### src/design/dma_pkg.sv
`default_nettype none

package dma_pkg;

    // Bus and buffer widths
    localparam int data_w = 32;
    localparam int be_w = 4;
    localparam int burst_w = 8;
    localparam int buf_depth_log2 = 9;

    // Transfer states of the engine
    typedef enum logic [3:0] {
        idle,
        init,
        request_bus,
        set_up,
        read,
        read_wait_end,
        write,
        write_end,
        error_end
    } dma_state_t;

    typedef enum logic {
        op_read,
        op_write
    } dma_op_t;

    // Command captured from the host at launch
    typedef struct packed {
        dma_op_t                 op;
        logic [data_w-1:0]       address;
        // One bit wider than the buffer index so a full buffer fits
        logic [buf_depth_log2:0] block_size;
        logic [burst_w-1:0]      burst_size;
        logic [be_w-1:0]         byte_enable;
    } launch_cmd_t;

endpackage

`default_nettype wire

### src/design/dma_fsm.sv
`default_nettype none

module dma_fsm (
    input  logic                 clock,
    input  logic                 n_reset,
    input  logic                 launch_read,
    input  logic                 launch_write,
    input  dma_pkg::launch_cmd_t cmd,
    input  logic                 grant,
    input  logic                 bus_end_in,
    input  logic                 bus_error,
    input  logic                 bus_busy,
    input  logic                 block_done,
    input  logic                 burst_last,
    output dma_pkg::dma_state_t  state,
    output dma_pkg::launch_cmd_t cmd_q,
    output logic                 request,
    output logic                 busy,
    output logic                 operation_ended
);
    import dma_pkg::*;

    dma_state_t next_state;
    logic       launch;
    logic       active;

    assign launch = launch_read | launch_write;

    always_comb begin
        next_state = state;
        case (state)
            idle:
                next_state = launch ? init : idle;
            init:
                next_state = request_bus;
            // Hold off while an end strobe is still on the bus since the grant is about to drop
            request_bus:
                if (block_done) begin
                    next_state = idle;
                end else if (grant && !bus_end_in) begin
                    next_state = set_up;
                end
            set_up:
                next_state = (cmd_q.op == op_read) ? read : write;
            read:
                if (bus_error) begin
                    next_state = bus_end_in ? idle : read_wait_end;
                end else if (bus_end_in) begin
                    next_state = block_done ? idle : request_bus;
                end
            read_wait_end:
                next_state = bus_end_in ? idle : read_wait_end;
            // Last word of the burst leaves the buffer when the bus is not busy
            write:
                if (bus_error) begin
                    next_state = error_end;
                end else if (burst_last && !bus_busy) begin
                    next_state = write_end;
                end
            write_end:
                if (bus_error) begin
                    next_state = error_end;
                end else if (!bus_busy) begin
                    next_state = block_done ? idle : request_bus;
                end
            error_end:
                next_state = idle;
            default:
                next_state = idle;
        endcase
    end

    always_ff @(posedge clock) begin
        if (!n_reset) begin
            state <= idle;
        end else begin
            state <= next_state;
        end
    end

    always_ff @(posedge clock) begin
        if (state == idle && launch) begin
            cmd_q <= cmd;
        end
    end

    // Ended flag rises one cycle after the engine is back in idle
    always_ff @(posedge clock) begin
        if (!n_reset) begin
            active <= 1'b0;
            operation_ended <= 1'b0;
        end else begin
            if (state == init) begin
                active <= 1'b1;
            end else if (state == idle) begin
                active <= 1'b0;
            end
            if (launch) begin
                operation_ended <= 1'b0;
            end else if (state == idle && active) begin
                operation_ended <= 1'b1;
            end
        end
    end

    assign busy = (state != idle);
    assign request = (state == request_bus);

endmodule

`default_nettype wire

### config.mk
export PLATFORM = sky130hd
export DESIGN_NAME = dma_fsm
export DESIGN_NICKNAME = d
export VERILOG_FILES = /design/src/design/dma_pkg.sv /design/src/design/dma_fsm.sv
export SDC_FILE = /design/constraint.sdc
export NUM_CORES = 1
export LEC_CHECK = 0
export BUFFER_PORTS_ARGS = -buffer_cell sky130_fd_sc_hd__buf_2
export CORE_ASPECT_RATIO = 1.2
export CORE_MARGIN = 1.5
export CORE_UTILIZATION = 45
export CTS_CLUSTER_DIAMETER = 150
export DETAILED_ROUTE_END_ITERATION = 12
export PLACE_DENSITY = 0.87
export SLEW_MARGIN = 30
export SYNTH_ARGS = -nofsm -noshare
export SYNTH_HDL_FRONTEND = slang
export SYNTH_SLANG_ARGS = --single-unit
### constraint.sdc
create_clock -name clock -period 5.9 [get_ports clock]
set_clock_uncertainty 0.2 [all_clocks]
set_input_delay 1.475 -clock clock [delete_from_list [all_inputs] [get_ports clock]]
set_output_delay 1.475 -clock clock [all_outputs]
set_load 0.05 [all_outputs]
-- Word level (Yosys, flattened, before mapping)
Cells that the tools add are included.
- register bits: 61
- latch bits: 0
- bits in writable memories: 0
- bits in read-only memories: 0
- output and inout bits: 62
- word-level logic and storage cells: 47
- memories: 0
- add/sub/neg operators: 0
- multipliers: 0
- div/mod/pow operators: 0
- $lt $le $gt $ge: 0
- equal/unequal tests: 11
- shift operators: 0
- muxes and demuxes: 15
- bitwise gates (word level): 2
- reductions and logical operators: 11
- operator list (kind ; count):
    $mux W4 ; 8
    $pmux W4 S8 ; 1
    $eq A4 B3 Y1 const B ; 4
    $ne A3 B3 Y1 const B ; 3
    $eq A4 B2 Y1 const B ; 2
    $eq A4 B1 Y1 const B ; 1
    $logic_and A1 B1 Y1 ; 4
    $logic_not A4 Y1 ; 1
    $mux W2 ; 2
    $reduce_and A4 Y1 ; 1
    $reduce_bool A4 Y1 ; 1
    $mux W1 ; 3
    $mux W3 ; 1
    $ne A3 B2 Y1 const B ; 1
    $logic_not A1 Y1 ; 2
    $reduce_bool A2 Y1 ; 1
    $reduce_or A2 Y1 ; 1
    $not A1 Y1 ; 1
    $or A1 B1 Y1 ; 1

-- Depth between registers and ports, before layout
- depth after elaboration: 5
- depth in mapped cells: 5
- depth with buffers taken out: 4

-- Least setup slack after synthesis
No wires, ideal clock.
- kind: input-to-reg
- start: in launch_write
- end: reg cmd_q[0] in the netlist's numbering, enable pin
- data arrival time: 3.843 ns
- data required time: 5.231 ns
- slack: 1.388 ns
- stages: 2
- cell sequence: nor2_1 nor2_1
- word-level cells in the longest chain between the ends: 2
- RTL lines (element ; line ; RTL):
    start: declaration ; dma_fsm.sv:7 ; input logic launch_write,
    $or A1 B1 Y1 ; dma_fsm.sv:27 ; assign launch = launch_read | launch_write;
    $logic_and A1 B1 Y1 ; dma_fsm.sv:82 ; if (state == idle && launch) begin
    end signal: assignment ; dma_fsm.sv:83 ; cmd_q <= cmd;
    end: declaration ; dma_fsm.sv:16 ; output dma_pkg::launch_cmd_t cmd_q,
Every way passes these cells.
A chain may end at the register's enable or synchronous reset.

-- Worst setup path after layout
- start: reg state[0]
- end: out busy
- word-level cells in the longest chain between the ends: 1
- RTL lines (element ; line ; RTL):
    start: declaration ; dma_fsm.sv:15 ; output dma_pkg::dma_state_t state,
    start signal: assignment ; dma_fsm.sv:75 ; state <= idle;
    start signal: assignment ; dma_fsm.sv:77 ; state <= next_state;
    $reduce_bool A4 Y1 ; dma_fsm.sv:106 ; assign busy = (state != idle);
    end: declaration ; dma_fsm.sv:18 ; output logic busy,
Every way passes these cells.

==> impl_metrics.tcl <==
set metrics [dict create \
    status "finished clean" \
    overflow 0 \
    grt_util_all_layers_pct 16.7 \
    drv_slew 0 \
    start_util_pct 47.9 \
    worstSkewPairLatency_ps 310 \
    area_delta_synth_final_pct 42.2 \
    fill_cells 334 \
    cts_resized 0 \
    drive_above_1_share_pct 60.0 \
    slowest_delay_ps 430 \
    clk_pin_slew_worst_paths_ps 60 \
    place_inst 285 \
    wirelength_microns 4130 \
    endpoint_kind "output pin" \
    syn_nets 169 \
    fin_tns_setup_ps 0 \
    cp_data_required_time_ps 4220 \
    numCtsBuffers 9 \
    path_class "reg2out" \
    pwr_density_cell_mw_per_mm2 417 \
    vdd_ir_drop_max_uv 335 \
    hold_buffers 0 \
    maxCapViolCount 0 \
    rows 26 \
    rsz0062_at_grt "false" \
    worstSetupStartpointType "register" \
    viasPerCell 4.63 \
    initialDrtViolationCount 82 \
    io_buffers 126 \
    finalNonFillerCells 302 \
    nets 305 \
    cpMaxStageDelayCell "or3_4" \
    antenna_found_initial 1 \
    seq_area_frac_synth_pct 85.6 \
    htreeDepth 3 \
    synthesis.area_sq_mm 0.00207 \
    clockRootBuffer "clkbuf_8" \
    dr_total_vias 1399 \
    synth_area_per_cell_sq_um 19.9 \
    antenna_left 0 \
    synth_top_area_share_pct 79.8 \
    finalHoldViolations 0 \
    grt_pass1_wl_microns 5990 \
    die_w_microns 64.9 \
    dp_hpwl_microns 3080 \
    core_sq_mm 0.00433 \
    fin_util_pct 68.0 \
    yosysUniqueCellTypes 30 \
    grt_max_degree 56 \
    worstHoldPathType "reg2reg" \
    cp_max_fo 10 \
    synthCells 104 \
    period_needed_ps 3200 \
    synth_area_leaders "edfxtp_1 (80%), dfxtp_1 (5.8%), nor2_1 (1.3%)" \
    p_leak_nw 1.30 \
    grt_pass1_vias 1343 \
    max_freq_mhz 313 \
    drcViolationCount 0 \
    die_h_microns 77.3 \
    worst_pin_slew_ps 660 \
    crit_chain "or3_4 -> nand2b_4 -> buf_2" \
    ys_seq_elements 61 \
    dieArea_sq_mm 0.00502 \
    clockBufferDepth 2 \
    arrival_ps 1520 \
    avgRoutedWirePerCell_microns 13.7 \
    post_cts_buffers 0 \
    post-route-period-util_pct 54.2 \
    routabilityCongestion 0.828 \
    first_pass_iters 4 \
    synth_largest_area_cell "edfxtp_1" \
    clock-sinks 61 \
    finalSetupViolations 0 \
    yosysWarningCount 0 \
    pin_count 127 \
    slew-limit-headroom_pct 56.0 \
    cts_tree "yes" \
]
-- registers in the layout, indices dropped and copies added, names as in the netlist --
signal / flops
active: 1
operation_ended: 1
cmd_q: 55
state: 4
-- layout make-up --
| cell class | instances | area, sq um | area share, % |
|---|---|---|---|
| Antenna cell | 1 | 2.50 | 0.0850 |
| Timing Repair Buffer | 127 | 638 | 21.7 |
| Clock buffer | 14 | 143 | 4.84 |
| Inverter | 3 | 11.3 | 0.382 |
| Sequential cell | 61 | 1770 | 60.2 |
| Tap cell | 56 | 70.1 | 2.38 |
| Clock inverter | 2 | 35.0 | 1.19 |
| Multi-Input combinational cell | 38 | 273 | 9.26 |
-- per-layer routing --
metal,up-vias,part of all wire [%],track usage (%)
li1,674,-,-
met1,638,35,16.7
met2,81,54,28.8
met3,6,10,7.62
met4,0,1.4,7.87
met5,-,0,0
-- cells in the final DEF (no fill, tap or decap), types with 2 or more instances in the layout --
master,synthesis,layout
dfxtp_1,6,6
mux2i_1,2,2
o21ai_0,3,3
inv_1,3,3
nor3_1,2,2
nor2_1,7,6
a21oi_1,2,2
nor2b_1,2,2
clkbuf_1,0,5
clkbuf_8,0,9
buf_2,0,126
edfxtp_1,55,55
-- through the flow --
step	worst slack (ps)	power (mW)	cell area (sq um)	hold WS (ps)
2_1_floorplan	1390	0.829	2070	283
3_3_place_gp	3050	0.902	2760	288
3_5_place_dp	3040	0.909	2760	321
4_1_cts	2690	1.24	2940	334
5_1_grt	2580	1.28	2940	347
6_report	2700	1.23	2940	329
-- cells in the mapped netlist --
| master | count |
|---|---|
| a21oi_1 | 2 |
| or3_4 | 1 |
| a32oi_1 | 1 |
| o221ai_1 | 1 |
| o211ai_2 | 1 |
| edfxtp_1 | 55 |
| mux2_2 | 1 |
| nand2b_4 | 1 |
| o21ai_1 | 1 |
| nor3b_1 | 1 |
| a31oi_1 | 1 |
| nand4_1 | 1 |
| nor3_1 | 2 |
| o211ai_1 | 1 |
| a21bo_2 | 1 |
| nand2_1 | 1 |
| o211a_1 | 1 |
| buf_6 | 2 |
| dfxtp_1 | 6 |
| a21boi_1 | 1 |
| and2_2 | 1 |
| nor2b_1 | 2 |
| and2b_2 | 1 |
| mux2i_1 | 2 |
| inv_1 | 3 |
| and3_1 | 1 |
| o21ai_0 | 3 |
| a211oi_2 | 1 |
| nor2_1 | 7 |
| and2_1 | 1 |
-- kinds of logic after synthesis --
logic type | count (synthesis) | share of synthesized area [%]
flops | 61 | 85.6
simple gates | 20 | 5.80
compound gates | 15 | 5.50
buf+inv | 5 | 1.63
mux | 3 | 1.51
-- critical path: cells and delay by family, from the launching register on --
family / cells / cell delay, ps
DFF: 1 / 390
and+or+nand+nor: 2 / 600
buffers and inverters: 1 / 210
-- power breakdown --
part           leakage, nW  switching, mW  internal [mW]
clock network       0.0887          0.136          0.195
logic                0.624          0.264         0.0688
registers            0.584         0.0184          0.545
-- path summary, 6_finish.rpt --
check	to	depth (start not counted)	from	slack, ps
setup / recovery	busy	3	state[0]$_SDFFE_PN0P_	2700
setup reg to reg	cmd_q[21]$_DFFE_PP_	4	state[0]$_SDFFE_PN0P_	3680
hold / removal	active$_SDFFE_PN0P_	2	active$_SDFFE_PN0P_	330
hold reg to reg	active$_SDFFE_PN0P_	2	active$_SDFFE_PN0P_	330
Note: power is estimated with default switching activity, not from simulation.
