$ cat src/design/bus_arbiter.sv
`default_nettype none

module bus_arbiter (
    input  logic clock,
    input  logic n_reset,
    input  logic request_dma,
    input  logic request_ext,
    input  logic bus_end,
    output logic grant_dma,
    output logic grant_ext
);
    logic last_dma;
    logic bus_free;

    assign bus_free = !grant_dma && !grant_ext;

    always_ff @(posedge clock) begin
        if (!n_reset) begin
            grant_dma <= 1'b0;
            grant_ext <= 1'b0;
            last_dma <= 1'b0;
        end else if (!bus_free) begin
            // Owner keeps the bus up to its end strobe
            if (bus_end) begin
                grant_dma <= 1'b0;
                grant_ext <= 1'b0;
            end
        end else if (request_dma && (!request_ext || !last_dma)) begin
            grant_dma <= 1'b1;
            last_dma <= 1'b1;
        end else if (request_ext) begin
            grant_ext <= 1'b1;
            last_dma <= 1'b0;
        end
    end

endmodule

`default_nettype wire

$ cat config.mk
export PLATFORM = sky130hd
export DESIGN_NAME = bus_arbiter
export DESIGN_NICKNAME = d
export VERILOG_FILES = /design/src/design/bus_arbiter.sv
export SDC_FILE = /design/constraint.sdc
export NUM_CORES = 1
export LEC_CHECK = 0
export BUFFER_PORTS_ARGS = -buffer_cell sky130_fd_sc_hd__buf_2
export CORE_AREA = 2 2 39 41
export CTS_CLUSTER_DIAMETER = 40
export CTS_CLUSTER_SIZE = 25
export DETAILED_ROUTE_END_ITERATION = 10
export DIE_AREA = 0 0 41 43
export PLACE_DENSITY = 0.31
export SLEW_MARGIN = 20
export SYNTH_ARGS = -nofsm -noshare
export SYNTH_HDL_FRONTEND = slang
export SYNTH_SLANG_ARGS = --single-unit
export TNS_END_PERCENT = 30
$ cat constraint.sdc
create_clock -name clock -period 1.2 [get_ports clock]
set_clock_uncertainty 0.15 [all_clocks]
set_input_delay 0.18 -clock clock [delete_from_list [all_inputs] [get_ports clock]]
set_output_delay 0.18 -clock clock [all_outputs]
set_load 0.02 [all_outputs]
## After elaboration in Yosys (flattened, before gate mapping)

Cells that the tools add are included.

| word-level totals | value |
|---|---|
| register bits after elaboration | 3 |
| bits in latches | 0 |
| RAM bits | 0 |
| memory bits (read-only) | 0 |
| bits of input ports | 5 |
| output and inout port bits | 2 |
| memories | 0 |

| cells by class | value |
|---|---|
| add/subtract/negate cells | 0 |
| multipliers | 0 |
| divide/modulo/power cells | 0 |
| $lt $le $gt $ge | 0 |
| eq/ne operators | 3 |
| shift operators | 0 |
| mux-type cells | 8 |
| bitwise gates (word level) | 0 |
| reductions and logical operators | 12 |

Operators by type and width:

| operator | count |
|---|---|
| 2-to-1 mux 1 bit | 8 |
| zero test 1 bit | 4 |
| inequality test 2 bit, second input constant | 2 |
| AND reduction 2 bit | 2 |
| nonzero test 2 bit | 2 |
| AND reduction 3 bit | 1 |
| logical AND 1 bit | 2 |
| inequality test 2 x 1 -> 1 bit, second input constant | 1 |
| logical OR 1 bit | 1 |

## Longest topological paths before layout

| logic depth | value |
|---|---|
| word-level depth | 5 |
| mapped depth | 2 |

## Least setup slack after synthesis

Ideal clock, no wire load.

| path | value |
|---|---|
| path type | register -> register |
| from | reg grant_dma |
| to | reg grant_ext |
| library setup time | 0.096 ns |
| arrival time | 0.809 ns |
| required time | 0.954 ns |
| slack | 0.145 ns |
| stages on the path, launching flop included | 3 |
| cells stage by stage | dfxtp_1 nand2b_1 o41ai_2 |

| on the way | value |
|---|---|
| word-level cells in the longest chain between the ends | 4 |

Ends and longest elaborated chain:

| element | RTL line | RTL |
|---|---|---|
| start: declaration | 9 | `output logic grant_dma,` |
| start signal: assignment | 19 | `grant_dma <= 1'b0;` |
| start signal: assignment | 25 | `grant_dma <= 1'b0;` |
| start signal: assignment | 29 | `grant_dma <= 1'b1;` |
| zero test 1 bit (*) | 15 | `assign bus_free = !grant_dma && !grant_ext;` |
| logical AND 1 bit (*) | 15 |  |
| inequality test 2 bit (no source line) or nonzero test 2 bit (tied branches) | n/a |  |
| AND reduction 3 bit (no source line) | n/a |  |
| end signal: assignment | 20 | `grant_ext <= 1'b0;` |
| end signal: assignment | 26 | `grant_ext <= 1'b0;` |
| end signal: assignment | 32 | `grant_ext <= 1'b1;` |
| end: declaration | 10 | `output logic grant_ext` |

Every way passes the cells marked *; elsewhere a longest branch is shown, timed or not.
A chain may end at the register's enable or synchronous reset.

## Worst setup path after layout

| path | value |
|---|---|
| from | reg grant_ext |
| to | out grant_ext |

No word-level cell between the ends.

==> flow_summary.html <==
<table>
<tr><th>Metric</th><th>Value</th></tr>
<tr><th colspan="2">Drt</th></tr>
<tr><td>Remaining design rule violation count</td><td>0</td></tr>
<tr><td>Drt pass-1 iters</td><td>1</td></tr>
<tr><td>Number of nets still failing antenna checks after routing</td><td>0</td></tr>
<tr><td>Vias</td><td>149</td></tr>
<tr><td>Overall routed net length</td><td>337 um</td></tr>
<tr><td>Per-cell via count in the routed design</td><td>3.55</td></tr>
<tr><td>Wirelength per Cell</td><td>8.02 um</td></tr>
<tr><td>Number of violations reported at the end of detailed-routing iteration 0</td><td>0</td></tr>
<tr><th colspan="2">STA</th></tr>
<tr><td>Worst Hold Margin</td><td>76.7 ps</td></tr>
<tr><td>Unrepaired setup endpoints after global routing</td><td>no</td></tr>
<tr><td>Post-route setup TNS</td><td>0 ps</td></tr>
<tr><td>Worst slew margin</td><td>0.855</td></tr>
<tr><td>Max Clock Freq</td><td>876 MHz</td></tr>
<tr><td>Final min period</td><td>1140 ps</td></tr>
<tr><td>Count of final hold-check violations</td><td>0</td></tr>
<tr><td>Final setup vio count</td><td>0</td></tr>
<tr><td>Slew of the pin with the lowest slew margin</td><td>215 ps</td></tr>
<tr><td>Pins over their slew limit</td><td>0</td></tr>
<tr><td>Post-route fraction of the period consumed by the critical path</td><td>0.951</td></tr>
<tr><th colspan="2">Global route</th></tr>
<tr><td>Global-route wire length before repair</td><td>579 um</td></tr>
<tr><td>Number of global-route vias before repair</td><td>160</td></tr>
<tr><td>Overall global routing resource usage</td><td>0.0552</td></tr>
<tr><td>Initial antenna violation count</td><td>0</td></tr>
<tr><td>Largest net degree at the start of global routing</td><td>7</td></tr>
<tr><td>Global-route congestion overflow total</td><td>0</td></tr>
<tr><th colspan="2">Synth</th></tr>
<tr><td>Dominant combinational cell family by area after synthesis</td><td>simple AND/OR/NAND/NOR gates</td></tr>
<tr><td>Sequential-to-total area share from yosys stat</td><td>0.353</td></tr>
<tr><td>Mean cell area of the mapped netlist</td><td>10.6 um2</td></tr>
<tr><td>Number of warnings reported in the yosys synthesis log</td><td>0</td></tr>
<tr><td>Number of nets produced by synthesis</td><td>21</td></tr>
<tr><td>Synthesized flop and latch total</td><td>3</td></tr>
<tr><td>Cell variety after synth</td><td>12</td></tr>
<tr><td>Post-Synthesis Cell Area</td><td>170 um2</td></tr>
<tr><td>Multiplexer share of the synthesized area</td><td>0</td></tr>
<tr><td>Synthesized-area fraction occupied by ao, oa, aoi and oai cells</td><td>0.243</td></tr>
<tr><td>Adder-cell share of the synthesized area</td><td>0</td></tr>
<tr><td>Xor and xnor area share after synthesis</td><td>0</td></tr>
<tr><td>Area share of and/or/nand/nor cells after synthesis</td><td>0.382</td></tr>
<tr><td>Cell count after synthesis</td><td>16</td></tr>
<tr><th colspan="2">Critical path</th></tr>
<tr><td>Number of cells traversed by the worst register-to-register path</td><td>2</td></tr>
<tr><td>End of the worst register-to-register path</td><td>last_dma</td></tr>
<tr><td>Slowest cell on crit path</td><td>sky130_fd_sc_hd__dfxtp_1</td></tr>
<tr><td>Critical Path End Type</td><td>output port</td></tr>
<tr><td>Delay contributed by the slowest stage of the critical path</td><td>390 ps</td></tr>
<tr><td>Cell-by-cell trace of the critical path</td><td>buf_2</td></tr>
<tr><td>Sort of element at the start of the critical path</td><td>flop</td></tr>
<tr><td>Worst reg2reg startpoint</td><td>last_dma</td></tr>
<tr><td>Required time at the worst-slack endpoint</td><td>870 ps</td></tr>
<tr><td>Setup slack on the worst flop-to-flop path</td><td>200 ps</td></tr>
<tr><td>CP bufs+invs</td><td>1</td></tr>
<tr><td>Data arrival time of the critical path</td><td>810 ps</td></tr>
<tr><td>Type of the worst setup path</td><td>flop to output port</td></tr>
<tr><td>Critical-path maximum fanout</td><td>5</td></tr>
<tr><td>Family of cells with the greatest summed delay on the critical path</td><td>flip-flops</td></tr>
<tr><th colspan="2">Floorplan</th></tr>
<tr><td>Die Span Y</td><td>43 um</td></tr>
<tr><td>Horiz. Die Dim</td><td>41 um</td></tr>
<tr><td>Core footprint</td><td>1380 um2</td></tr>
<tr><td>Die Area</td><td>1760 um2</td></tr>
<tr><td>Initial core utilization</td><td>0.123</td></tr>
<tr><td>Count of standard-cell rows</td><td>14</td></tr>
<tr><td>Total I/O pin count</td><td>7</td></tr>
<tr><th colspan="2">Worst hold path</th></tr>
<tr><td>Endpoint of the worst hold path</td><td>grant_ext</td></tr>
<tr><td>Worst Hold Depth</td><td>3</td></tr>
<tr><td>Worst Hold Launch</td><td>n_reset</td></tr>
<tr><td>Path type of the worst min-delay path</td><td>primary input to flop</td></tr>
<tr><th colspan="2">Clock network</th></tr>
<tr><td>Worst-case clock buffer depth</td><td>2</td></tr>
<tr><td>Number of buffers inserted to repair setup after CTS</td><td>0</td></tr>
<tr><td>Library cell used as clock root buffer</td><td>sky130_fd_sc_hd__clkbuf_4</td></tr>
<tr><td>Clock latency on the worst-skew pair</td><td>230 ps</td></tr>
<tr><td>Reg clk slew, reported paths</td><td>40 ps</td></tr>
<tr><td>Number of clock buffers inserted by TritonCTS</td><td>3</td></tr>
<tr><td>Number of H-tree levels</td><td>1</td></tr>
<tr><td>CTS tree</td><td>yes</td></tr>
<tr><td>Clock sink count</td><td>3</td></tr>
<tr><td>Hold-fix buffers at CTS</td><td>0</td></tr>
<tr><th colspan="2">Final layout</th></tr>
<tr><td>Share of layout cells above drive strength 1</td><td>0.500</td></tr>
<tr><td>Footprint of the multi-input gates</td><td>106 um2</td></tr>
<tr><td>Layout overhead on the synthesized area</td><td>45.6%</td></tr>
<tr><td>Filler cells</td><td>155</td></tr>
<tr><td>Sequential standard cell area</td><td>61.3 um2</td></tr>
<tr><td>Diode insertion count for antenna repair</td><td>0</td></tr>
<tr><td>Fin cells</td><td>42</td></tr>
<tr><td>Core utilization of the finished layout</td><td>0.179</td></tr>
<tr><td>Nets</td><td>32</td></tr>
<tr><th colspan="2">Placement</th></tr>
<tr><td>Number of port buffers</td><td>6</td></tr>
<tr><td>Placed cell count</td><td>38</td></tr>
<tr><td>Placer's final routability congestion estimate</td><td>0.664</td></tr>
<tr><th colspan="2">Outcome</th></tr>
<tr><td>Outcome</td><td>complete, no violations</td></tr>
<tr><th colspan="2">Power and ir drop</th></tr>
<tr><td>Leakage</td><td>0.109 nW</td></tr>
<tr><td>Max IR drop VDD</td><td>0.348 mV</td></tr>
<tr><td>Power density over cell area</td><td>1450 nW/um2</td></tr>
<tr><th colspan="2">Flow run</th></tr>
<tr><td>Max cap viols</td><td>0</td></tr>
</table>
-- cells in the final DEF, fill, tap and decap left out --
cell,Yosys,layout
sky130_fd_sc_hd__buf_2,0,6
sky130_fd_sc_hd__clkbuf_4,0,3
sky130_fd_sc_hd__nand3b_1,2,2
sky130_fd_sc_hd__o41ai_2,2,2
sky130_fd_sc_hd__dfxtp_1,3,2
sky130_fd_sc_hd__inv_1,1,1
sky130_fd_sc_hd__nand2b_4,1,1
sky130_fd_sc_hd__and2_1,1,1
sky130_fd_sc_hd__or2_0,1,1
sky130_fd_sc_hd__nand2_1,1,1
sky130_fd_sc_hd__nor3b_1,1,1
sky130_fd_sc_hd__o32ai_1,1,1
sky130_fd_sc_hd__nand2b_1,1,1
sky130_fd_sc_hd__nor2b_1,1,1
sky130_fd_sc_hd__clkbuf_1,0,1
sky130_fd_sc_hd__dfxtp_2,0,1
-- worst min-delay path, cell delays in order --
cell and delay [ps]:
sky130_fd_sc_hd__buf_2 110, sky130_fd_sc_hd__nand3b_1 90, sky130_fd_sc_hd__o41ai_2 50
-- metal layers --
metal  up-vias  track usage  part of all wire  wire, um
li1         78            -                 -         -
met1        68       0.0513              0.38       129
met2         3       0.0656              0.52       176
met3         0       0.0471             0.092        31
met4         0       0.0600                 0         0
met5         -            0                 0         0
-- final cells by class --
type,count,area share
Inverter,1,0.0152
Timing Repair Buffer,6,0.121
Sequential cell,3,0.247
Multi-Input combinational cell,12,0.429
Tap cell,16,0.0808
Clock buffer,4,0.106
-- kinds of logic after synthesis --
logic type | after synthesis
buf+inv | 1
flops | 3
compound gates | 3
simple gates | 9
-- Yosys cell counts --
cell | instances | area share
sky130_fd_sc_hd__and2_1 | 1 | 0.037
sky130_fd_sc_hd__dfxtp_1 | 3 | 0.35
sky130_fd_sc_hd__inv_1 | 1 | 0.022
sky130_fd_sc_hd__nand2_1 | 1 | 0.022
sky130_fd_sc_hd__nand2b_1 | 1 | 0.037
sky130_fd_sc_hd__nand2b_4 | 1 | 0.081
sky130_fd_sc_hd__nand3b_1 | 2 | 0.088
sky130_fd_sc_hd__nor2b_1 | 1 | 0.037
sky130_fd_sc_hd__nor3b_1 | 1 | 0.044
sky130_fd_sc_hd__o32ai_1 | 1 | 0.051
sky130_fd_sc_hd__o41ai_2 | 2 | 0.19
sky130_fd_sc_hd__or2_0 | 1 | 0.037
-- worst max-delay path by stage --
stage                   start         to  slack (ps)  depth (start not counted)
CTS                 grant_dma  grant_dma          20                          1
global placement    grant_dma  grant_ext         140                          2
finish              grant_ext  grant_ext          60                          1
floorplan           grant_dma  grant_ext         140                          2
detailed placement  grant_dma  grant_ext         170                          2
global route        grant_ext  grant_ext          30                          1
-- registers in the layout, summed over array words and instances, names as in the netlist --
signal and cells:
last_dma 1, grant_ext 1, grant_dma 1
-- metrics by stage --
stage / instance area [um2] / power [W] / setup slack (ps)
final: 248 / 0.000360 / 59.1
after global placement: 220 / 0.000193 / 141
after floorplan: 170 / 0.000168 / 145
after global routing: 248 / 0.000386 / 31.4
after detailed placement: 220 / 0.000190 / 171
after CTS: 246 / 0.000372 / 15.4
-- where the power goes --
group,leakage (nW),switching [W],internal (W),total [W]
combinational,0.0689,0.0000300,0.0000326,0.0000625
sequential,0.0251,0.0000128,0.000113,0.000126
clock,0.0150,0.0000479,0.000124,0.000172
-- what timing repair did --
action / in CTS / in global routing
setup endpoints to repair: 0 / 1
endpoints found under the hold margin: 0 / 0
resized for setup: 0 / 1
Note: power is estimated with default switching activity, not from simulation.
