**src/design/dma_pkg.sv**
```systemverilog
`default_nettype none

package dma_pkg;

    // Bus and buffer widths
    localparam int data_w = 32;
    localparam int be_w = 4;
    localparam int burst_w = 8;
    localparam int buf_depth_log2 = 9;

    // Transfer states of the engine
    typedef enum logic [3:0] {
        idle,
        init,
        request_bus,
        set_up,
        read,
        read_wait_end,
        write,
        write_end,
        error_end
    } dma_state_t;

    typedef enum logic {
        op_read,
        op_write
    } dma_op_t;

    // Command captured from the host at launch
    typedef struct packed {
        dma_op_t                 op;
        logic [data_w-1:0]       address;
        // One bit wider than the buffer index so a full buffer fits
        logic [buf_depth_log2:0] block_size;
        logic [burst_w-1:0]      burst_size;
        logic [be_w-1:0]         byte_enable;
    } launch_cmd_t;

endpackage

`default_nettype wire

```
**src/design/dma_bus_if.sv**
```systemverilog
`default_nettype none

interface dma_bus_if;
    import dma_pkg::*;

    // Driven by the master
    logic [data_w-1:0]  address_data_out;
    logic [be_w-1:0]    byte_enable;
    logic [burst_w-1:0] burst_size;
    logic               read_n_write;
    logic               begin_transaction;
    logic               end_transaction_out;
    logic               data_valid_out;
    logic               busy_out;

    // Driven by the target
    logic [data_w-1:0]  address_data_in;
    logic               end_transaction_in;
    logic               data_valid_in;
    logic               busy_in;
    logic               error;

    modport master (
        output address_data_out, byte_enable, burst_size, read_n_write,
               begin_transaction, end_transaction_out, data_valid_out, busy_out,
        input  address_data_in, end_transaction_in, data_valid_in, busy_in, error
    );

    modport target (
        input  address_data_out, byte_enable, burst_size, read_n_write,
               begin_transaction, end_transaction_out, data_valid_out, busy_out,
        output address_data_in, end_transaction_in, data_valid_in, busy_in, error
    );

endinterface

`default_nettype wire

```
**src/design/dma_bus_datapath.sv**
```systemverilog
`default_nettype none

module dma_bus_datapath (
    input  logic                       clock,
    input  logic                       n_reset,
    input  dma_pkg::dma_state_t        state,
    input  dma_pkg::launch_cmd_t       cmd_q,
    input  logic [dma_pkg::data_w-1:0] cur_address,
    input  logic [dma_pkg::data_w-1:0] buf_rdata,
    output logic                       word_moved,
    output logic                       buf_we,
    output logic [dma_pkg::data_w-1:0] buf_wdata,
    dma_bus_if.master                  bus
);
    import dma_pkg::*;

    logic              write_load;
    logic              write_hold;
    logic              rx_valid;
    logic [data_w-1:0] rx_data;

    // A new write word leaves the buffer only while the target is ready
    assign write_load = (state == write) && !bus.busy_in && !bus.error;
    // Busy from the target freezes the current beat
    assign write_hold = bus.data_valid_out && bus.busy_in && !bus.error;

    always_ff @(posedge clock) begin
        if (!n_reset) begin
            bus.begin_transaction <= 1'b0;
            bus.end_transaction_out <= 1'b0;
            bus.data_valid_out <= 1'b0;
            rx_valid <= 1'b0;
        end else begin
            bus.begin_transaction <= (state == set_up);
            bus.end_transaction_out <= (state == write_end && !bus.busy_in && !bus.error)
                                       || (state == error_end);
            bus.data_valid_out <= write_load || write_hold;
            rx_valid <= bus.data_valid_in;
        end
    end

    // Address phase fields and write beats
    always_ff @(posedge clock) begin
        bus.read_n_write <= (state == set_up) && (cmd_q.op == op_read);
        bus.byte_enable <= (state == set_up) ? cmd_q.byte_enable : '0;
        bus.burst_size <= (state == set_up) ? cmd_q.burst_size : '0;
        if (state == set_up) begin
            bus.address_data_out <= {cur_address[data_w-1:2], 2'b00};
        end else if (write_load) begin
            bus.address_data_out <= buf_rdata;
        end else if (!write_hold) begin
            bus.address_data_out <= '0;
        end
        rx_data <= bus.address_data_in;
    end

    // Reads are always accepted at full rate
    assign bus.busy_out = 1'b0;

    assign buf_we = (state == read) && rx_valid;
    assign buf_wdata = rx_data;
    assign word_moved = write_load || buf_we;

endmodule

`default_nettype wire

```
**src/flat_wrapper.sv**
```systemverilog
// flat-port wrapper written by rule: the top's interface ports become plain ports
module dma_bus_datapath_flat import dma_pkg::*;
  (clock, n_reset, state, cmd_q, cur_address, buf_rdata, word_moved, buf_we, buf_wdata, bus_address_data_out, bus_byte_enable, bus_burst_size, bus_read_n_write, bus_begin_transaction, bus_end_transaction_out, bus_data_valid_out, bus_busy_out, bus_address_data_in, bus_end_transaction_in, bus_data_valid_in, bus_busy_in, bus_error);
  dma_bus_if bus_i ();
  input  logic clock;
  input  logic n_reset;
  input  dma_pkg::dma_state_t state;
  input  dma_pkg::launch_cmd_t cmd_q;
  input  logic [dma_pkg::data_w-1:0] cur_address;
  input  logic [dma_pkg::data_w-1:0] buf_rdata;
  output logic word_moved;
  output logic buf_we;
  output logic [dma_pkg::data_w-1:0] buf_wdata;
  output wire logic [$bits(bus_i.address_data_out)-1:0] bus_address_data_out;
  output wire logic [$bits(bus_i.byte_enable)-1:0] bus_byte_enable;
  output wire logic [$bits(bus_i.burst_size)-1:0] bus_burst_size;
  output wire logic [$bits(bus_i.read_n_write)-1:0] bus_read_n_write;
  output wire logic [$bits(bus_i.begin_transaction)-1:0] bus_begin_transaction;
  output wire logic [$bits(bus_i.end_transaction_out)-1:0] bus_end_transaction_out;
  output wire logic [$bits(bus_i.data_valid_out)-1:0] bus_data_valid_out;
  output wire logic [$bits(bus_i.busy_out)-1:0] bus_busy_out;
  input wire logic [$bits(bus_i.address_data_in)-1:0] bus_address_data_in;
  input wire logic [$bits(bus_i.end_transaction_in)-1:0] bus_end_transaction_in;
  input wire logic [$bits(bus_i.data_valid_in)-1:0] bus_data_valid_in;
  input wire logic [$bits(bus_i.busy_in)-1:0] bus_busy_in;
  input wire logic [$bits(bus_i.error)-1:0] bus_error;
  assign bus_address_data_out = bus_i.address_data_out;
  assign bus_byte_enable = bus_i.byte_enable;
  assign bus_burst_size = bus_i.burst_size;
  assign bus_read_n_write = bus_i.read_n_write;
  assign bus_begin_transaction = bus_i.begin_transaction;
  assign bus_end_transaction_out = bus_i.end_transaction_out;
  assign bus_data_valid_out = bus_i.data_valid_out;
  assign bus_busy_out = bus_i.busy_out;
  assign bus_i.address_data_in = bus_address_data_in;
  assign bus_i.end_transaction_in = bus_end_transaction_in;
  assign bus_i.data_valid_in = bus_data_valid_in;
  assign bus_i.busy_in = bus_busy_in;
  assign bus_i.error = bus_error;
  dma_bus_datapath u_core (.clock(clock), .n_reset(n_reset), .state(state), .cmd_q(cmd_q), .cur_address(cur_address), .buf_rdata(buf_rdata), .word_moved(word_moved), .buf_we(buf_we), .buf_wdata(buf_wdata), .bus(bus_i));
endmodule
```
**config.mk**
```make
export PLATFORM = sky130hd
export DESIGN_NAME = dma_bus_datapath_flat
export DESIGN_NICKNAME = d
export VERILOG_FILES = /design/src/design/dma_pkg.sv /design/src/design/dma_bus_if.sv /design/src/design/dma_bus_datapath.sv /design/src/flat_wrapper.sv
export SDC_FILE = /design/constraint.sdc
export NUM_CORES = 1
export LEC_CHECK = 0
export ABC_AREA = 0
export ABC_CLOCK_PERIOD_IN_PS = 1900
export BUFFER_PORTS_ARGS = -buffer_cell sky130_fd_sc_hd__buf_2
export CAP_MARGIN = 20
export CORE_UTILIZATION = 25
export CTS_CLUSTER_DIAMETER = 100
export CTS_CLUSTER_SIZE = 12
export DETAILED_ROUTE_END_ITERATION = 16
export GPL_ROUTABILITY_DRIVEN = 0
export GPL_TIMING_DRIVEN = 0
export PLACE_DENSITY = 0.73
export SLEW_MARGIN = 25
export SYNTH_ARGS = -nofsm -noshare
export SYNTH_HDL_FRONTEND = slang
export SYNTH_SLANG_ARGS = --single-unit
```
**constraint.sdc**
```tcl
create_clock -name clock -period 1.9 [get_ports clock]
set_clock_uncertainty 0.15 [all_clocks]
set_input_delay 0.19 -clock clock [delete_from_list [all_inputs] [get_ports clock]]
set_output_delay 0.19 -clock clock [all_outputs]
set_load 0.05 [all_outputs]
```
==> metrics.md, run 1 <==
| Metric | Value |
|---|---|
| Setup bufs post-CTS | `0` |
| Yosys reg bits | `81` |
| Htree depth | `3` |
| CTS Buf Count | `9` |
| Ys Warns | `0` |
| Err | `[ERROR RSZ-0060] Max buffer count reached.` |
| Synthesized cell area | `about 2500 um^2` |
| Initial core utilization | `0.258` |
| Status | `stopped before the end` |
| Proportion of netlist area held by the largest area contributor | `0.405` |
| TritonCTS Sinks | `81` |
| Post-placement cell area | `around 3700 um^2` |
| Root Buffer Master | `clkbuf_8` |
| Largest cells by area after synthesis | `dfxtp_1 (40%), edfxtp_1 (36%), a22o_2 (10%)` |
| CTS Buffer Depth | `2` |
| # rows | `36` |
| Post-CTS Resized | `0` |
| Die Y | `a little over 100 um` |
| Placed Cells | `roughly 490` |
| Register area share after synthesis | `0.762` |
| Syn Area/Cell | `around 16 um^2` |
| Synth Instances | `~160` |
| Mapped Nets | `316` |
| Dpl hpwl | `approximately 5300 um` |
| Ports | `244` |
| I/O Buffers | `between 150 and 200` |
| CTS Hold Buffers Added | `102` |
| Die width | `102 um` |
| Yosys top cell by area | `dfxtp_1` |
| Synth unique cells | `22` |
| Exit stage | `clock tree synthesis (4_1_cts)` |
==> kinds of logic after synthesis <==
group | Yosys count | share of synthesized area
compound gates | 33 | 0.127
buf+inv | 11 | 0.0317
flops | 81 | 0.762
other cells | 1 | 0.00149
simple gates | 29 | 0.0779
==> cell usage after synthesis <==
| library cell | number |
|---|---|
| edfxtp_1 | 30 |
| a22o_1 | 6 |
| clkbuf_1 | 1 |
| nand3b_1 | 1 |
| nor2_1 | 2 |
| inv_1 | 1 |
| buf_6 | 4 |
| and3_1 | 1 |
| a22o_2 | 26 |
| nand4_1 | 1 |
| buf_4 | 1 |
| nor4b_4 | 1 |
| and2_1 | 15 |
| conb_1 | 1 |
| or2_2 | 1 |
| nand2_1 | 3 |
| nor4b_1 | 1 |
| buf_2 | 4 |
| a21boi_0 | 1 |
| dfxtp_1 | 51 |
| nor2b_1 | 2 |
| and4bb_2 | 1 |
==> through the flow <==
| stage | util | worst slack, ns |
|---|---|---|
| 3_5_place_dp | 0.376 | -0.197 |
| 3_3_place_gp | 0.376 | -0.568 |
| 2_1_floorplan | - | 0.0630 |
==> run 2, diff against run 1 <==
--- a/config.mk
+++ b/config.mk
@@ -6,16 +6,14 @@
 export NUM_CORES = 1
 export LEC_CHECK = 0
 export ABC_AREA = 0
-export ABC_CLOCK_PERIOD_IN_PS = 1900
+export ABC_CLOCK_PERIOD_IN_PS = 2500
 export BUFFER_PORTS_ARGS = -buffer_cell sky130_fd_sc_hd__buf_2
 export CAP_MARGIN = 20
-export CORE_UTILIZATION = 25
-export CTS_CLUSTER_DIAMETER = 100
-export CTS_CLUSTER_SIZE = 12
+export CORE_UTILIZATION = 20
 export DETAILED_ROUTE_END_ITERATION = 16
 export GPL_ROUTABILITY_DRIVEN = 0
 export GPL_TIMING_DRIVEN = 0
-export PLACE_DENSITY = 0.73
+export PLACE_DENSITY_LB_ADDON = 0.15
 export SLEW_MARGIN = 25
 export SYNTH_ARGS = -nofsm -noshare
 export SYNTH_HDL_FRONTEND = slang
==> constraint.sdc (replaced) <==
create_clock -name clock -period 2.5 [get_ports clock]
set_clock_uncertainty 0.15 [all_clocks]
set_input_delay 0.25 -clock clock [delete_from_list [all_inputs] [get_ports clock]]
set_output_delay 0.25 -clock clock [all_outputs]
set_load 0.05 [all_outputs]
==> run 2 against run 1 <==
Effect of this change:
- the flow now finishes without violations
- synthesized cell count stayed put
- area after synthesis unchanged
==> metrics.md, run 2 <==
| Metric | Value |
|---|---|
| Status | `completed` |
| Clk slew on worst S/H paths | `roughly 0.070 ns` |
| Fmax | `0.574 GHz` |
| DRT met1 WL | `~2900 um` |
| Syn Area/Cell | `16.3 um^2 (unchanged)` |
| Fin crit share | `0.697` |
| # rows | `40 (+11%)` |
| Critical Path Source Type | `input pin` |
| Setup crit end kind | `primary output` |
| Final worst-path setup slack | `between 0.7 and 0.8 ns` |
| R2R Setup Slk | `between 0.9 and 1 ns` |
| Post-synth EDFFs | `30 (unchanged)` |
| WP data required | `2.10 ns` |
| Initial antenna violation count | `0` |
| Synth async-reset ratio | `0 (unchanged)` |
| Number of setup violations in the final report | `0` |
| Remaining DRCs | `0` |
| First-pass GRT wire length | `approximately 11000 um` |
| Register area share after synthesis | `0.762 (unchanged)` |
| CTS tree | `yes` |
| Commonest non-fill, non-tap cell in the layout | `buf_2` |
| Pre-CTS setup slack | `0.340 ns (+0.536 ns)` |
| Ys Warns | `0 (unchanged)` |
| # nets final | `between 500 and 600` |
| Worst path arrival time | `1.34 ns` |
| Max IR drop VDD | `about 0.29 mV` |
| Pwr dens | `a little under 700 nW/um^2` |
| Most frequent cells in the layout | `buf_2 (201), dfxtp_1 (51), dlygate4sd3_1 (48)` |
| Die width | `114 um (+12%)` |
| Root Buffer Master | `clkbuf_16` |
| Maxcap violations | `0` |
| CTS Buffer Depth | `2 (unchanged)` |
| Min Clock Period, post-route | `approximately 1.7 ns` |
| Final Hold Vio Count | `0` |
| CTS Buf Count | `9 (unchanged)` |
| Post-CTS Resized | `0 (unchanged)` |
| Routed length per instance | `between 10 and 15 um` |
| RSZ-0062 raised after global routing | `false` |
| Final Util | `0.369` |
| Htree depth | `3 (unchanged)` |
| Hold Slack | `approximately 0.018 ns` |
| Core Box Area | `12200 um^2` |
| Worst Path Max Fanout | `6` |
| Later-pin clock latency in the skew report | `0.34 ns` |
| Least-Margin Pin Slew | `around 0.67 ns` |
| Share of layout cells above drive strength 1 | `0.606` |
| Ports | `244 (unchanged)` |
| Vias/cell | `about 3.7` |
| DR pass1 iterations | `4` |
| Die Y | `114 um (+12%)` |
| Final Power | `between 3 and 4 mW` |
| Fin cells | `slightly below 600` |
| Initial core utilization | `0.207 (-0.0507)` |
| Worst min-delay path category | `in2reg` |
| Setup bufs post-CTS | `0 (unchanged)` |
| I/O Buffers | `197 (unchanged)` |
| Leakage dissipation | `about 2.3 nW` |
| Dpl hpwl | `5140 um (-2.9%)` |
| CTS Hold Buffers Added | `48 (-53%)` |
| Layout overhead on the synthesized area | `77.8%` |
| Full die area | `around 13000 um^2` |
| Mapped Nets | `316 (unchanged)` |
| Crit Path Class | `in2out` |
| Fillers | `approximately 1200` |
| Vias | `approximately 2200` |
| Placed Cells | `520 (+7.2%)` |
| Gr usage total | `0.114` |
| Ant diodes | `0` |
| TritonCTS Sinks | `81 (unchanged)` |
| Routed Antenna Nets | `0` |
| Largest net degree at the start of global routing | `31` |
| Synth Instances | `155 (unchanged)` |
| Proportion of netlist area held by the largest area contributor | `0.405 (unchanged)` |
| Dominant synthesized flop cell | `dfxtp_1` |
| Max Used Layer | `met4` |
| FF/Latch Area | `around 1900 um^2` |
| Vias in the first global route | `approximately 2200` |
| Slew headroom | `0.555` |
| Synth unique cells | `22 (unchanged)` |
| Yosys reg bits | `81 (unchanged)` |
| Slew Limit Fails | `0` |
| Met2 Wirelength | `slightly below 4000 um` |
| Multi-input gate area | `approximately 520 um^2` |
| Yosys top cell by area | `dfxtp_1` |
| Final wirelength | `approximately 7400 um` |
| Largest cells by area after synthesis | `dfxtp_1 (40%), edfxtp_1 (36%), a22o_2 (10%)` |
| Met3 Wirelength | `between 400 and 500 um` |
| Most common cell in the netlist | `dfxtp_1` |
| Synthesized cell area | `2520 um^2 (unchanged)` |
| Top post-synthesis cells by count | `dfxtp_1 (51), edfxtp_1 (30), a22o_2 (26), and2_1 (15), a22o_1 (6)` |
| DR iter-0 viols | `between 60 and 70` |
| Grt ovf | `0` |
-- run 2: cell counts after synthesis --
Identical to the previous run, type by type.
-- run 2: area by class of cell --
type / count / share of cell area
repair buffers: 245 / 0.327
clock inverters: 7 / 0.0134
clock buffers: 9 / 0.0502
well taps: 168 / 0.0469
multi-input cells: 63 / 0.116
plain buffers: 10 / 0.0170
inverters: 1 / 0.000837
flip-flops and latches: 81 / 0.429
-- run 2: final timing paths --
kind                                   from                        endpoint  cells after the start
max                                state[3]                      word_moved                      6
min                                 n_reset  u_core.bus.end_transaction_out                      3
max reg2reg       u_core.bus.data_valid_out  u_core.bus.address_data_out[5]                      3
min reg2reg  u_core.bus.address_data_out[0]  u_core.bus.address_data_out[0]                      1
-- run 2: cells by family after synthesis --
kind of cell	Yosys count	share of synthesized area
AOI/OAI and AO/OA	33	0.127
buffers and inverters	11	0.0317
DFF	81	0.762
and+or+nand+nor	29	0.0779
other	1	0.00149
-- run 2: worst max-delay path, stage by stage --
cell and delay, ns:
buf_2 0.13, nor4b_4 0.30, and2_1 0.18, buf_6 0.13
or2_2 0.11, buf_2 0.25
-- run 2: metal layers --
metal	vias up	track usage
met2	89	0.201
li1	1083	-
met1	969	0.119
met4	0	0.0675
met5	-	0
met3	14	0.0344
-- run 2: power by group --
| part | total [mW] | internal, mW | switching [mW] |
|---|---|---|---|
| Sequential | 1.41 | 1.40 | 0.00932 |
| Combinational | 0.387 | 0.159 | 0.229 |
| Clock | 1.26 | 0.690 | 0.569 |
| Total | 3.06 | 2.25 | 0.807 |
-- run 2: metrics by stage --
stage	setup TNS (ns)	area [um^2]
after global placement	-1.82	3720
after global routing	0	4480
after CTS	0	4480
final	0	4480
after detailed placement	0	3720
after floorplan	0	2520
Note: power is estimated with default switching activity, not from simulation.
==> run 3, diff against run 2 <==
--- a/config.mk
+++ b/config.mk
@@ -6,7 +6,7 @@
 export NUM_CORES = 1
 export LEC_CHECK = 0
 export ABC_AREA = 0
-export ABC_CLOCK_PERIOD_IN_PS = 2500
+export ABC_CLOCK_PERIOD_IN_PS = 1400
 export BUFFER_PORTS_ARGS = -buffer_cell sky130_fd_sc_hd__buf_2
 export CAP_MARGIN = 20
 export CORE_UTILIZATION = 20
==> constraint.sdc (replaced) <==
create_clock -name clock -period 1.4 [get_ports clock]
set_clock_uncertainty 0.15 [all_clocks]
set_input_delay 0.14 -clock clock [delete_from_list [all_inputs] [get_ports clock]]
set_output_delay 0.14 -clock clock [all_outputs]
set_load 0.05 [all_outputs]
==> run 3 against run 2 <==
Effect of this change:
- synthesized cell count did not move
- area after synthesis did not move
- the run now fails in clock tree synthesis (4_1_cts)
==> metrics.md, run 3 <==
| Metric | Value |
|---|---|
| Post-CTS Resized | `12 (+12)` |
| Post-synthesis simple-gate area fraction | `0.0779 (unchanged)` |
| Synth Instances | `155 (unchanged)` |
| Dpl hpwl | `5420 um (+5.4%)` |
| Err | `[ERROR RSZ-0060] Max buffer count reached.` |
| Die Y | `114 um (unchanged)` |
| Largest cells by area after synthesis | `dfxtp_1 (40%), edfxtp_1 (36%), a22o_2 (10%)` |
| Initial core utilization | `0.207 (unchanged)` |
| Ys Warns | `0 (unchanged)` |
| XOR/XNOR Fraction of Synth Area | `0 (unchanged)` |
| Htree depth | `3 (unchanged)` |
| Exit stage | `clock tree synthesis (4_1_cts)` |
| Yosys reg bits | `81 (unchanged)` |
| Post-synth EDFFs | `30 (unchanged)` |
| Register area share after synthesis | `0.762 (unchanged)` |
| CTS Buffer Depth | `2 (unchanged)` |
| Top post-synthesis cells by count | `dfxtp_1 (51), edfxtp_1 (30), a22o_2 (26), and2_1 (15), a22o_1 (6)` |
| Synth async-reset ratio | `0 (unchanged)` |
| Proportion of netlist area held by the largest area contributor | `0.405 (unchanged)` |
| Post-synthesis adder-cell area fraction | `0 (unchanged)` |
| Die width | `114 um (unchanged)` |
| Pre-CTS setup slack | `-0.796 ns (-1.14 ns)` |
| Root Buffer Master | `clkbuf_16` |
| CTS Hold Buffers Added | `110 (+130%)` |
| TritonCTS Sinks | `81 (unchanged)` |
| Largest family of logic cells by synthesized area | `compound AO/OA/AOI/OAI gates` |
| CTS Buf Count | `9 (unchanged)` |
| Status | `stopped before the end` |
| Post-synthesis mux area share | `0 (unchanged)` |
| Dominant synthesized flop cell | `dfxtp_1` |
| I/O Buffers | `197 (unchanged)` |
| Placed Cells | `520 (unchanged)` |
| Synth Area in Compound Gates | `0.127 (unchanged)` |
| Yosys top cell by area | `dfxtp_1` |
| Syn Area/Cell | `16.3 um^2 (unchanged)` |
| Mapped Nets | `316 (unchanged)` |
| Synthesized cell area | `2520 um^2 (unchanged)` |
| # rows | `40 (unchanged)` |
| Setup bufs post-CTS | `10 (+10)` |
| Ports | `244 (unchanged)` |
| Synth unique cells | `22 (unchanged)` |
| Most common cell in the netlist | `dfxtp_1` |
==> run 3: cell counts after synthesis <==
Identical to the previous run, type by type.
==> run 3: through the flow <==
stage	area (um^2)	setup TNS, ns
2_1_floorplan	2530	-8.55
3_5_place_dp	3730	-29.59
3_3_place_gp	3730	-27.93
==> run 3: logic make-up after synthesis <==
family | after synthesis
flops | 81
other cells | 1
simple gates | 29
compound gates | 33
buf+inv | 11
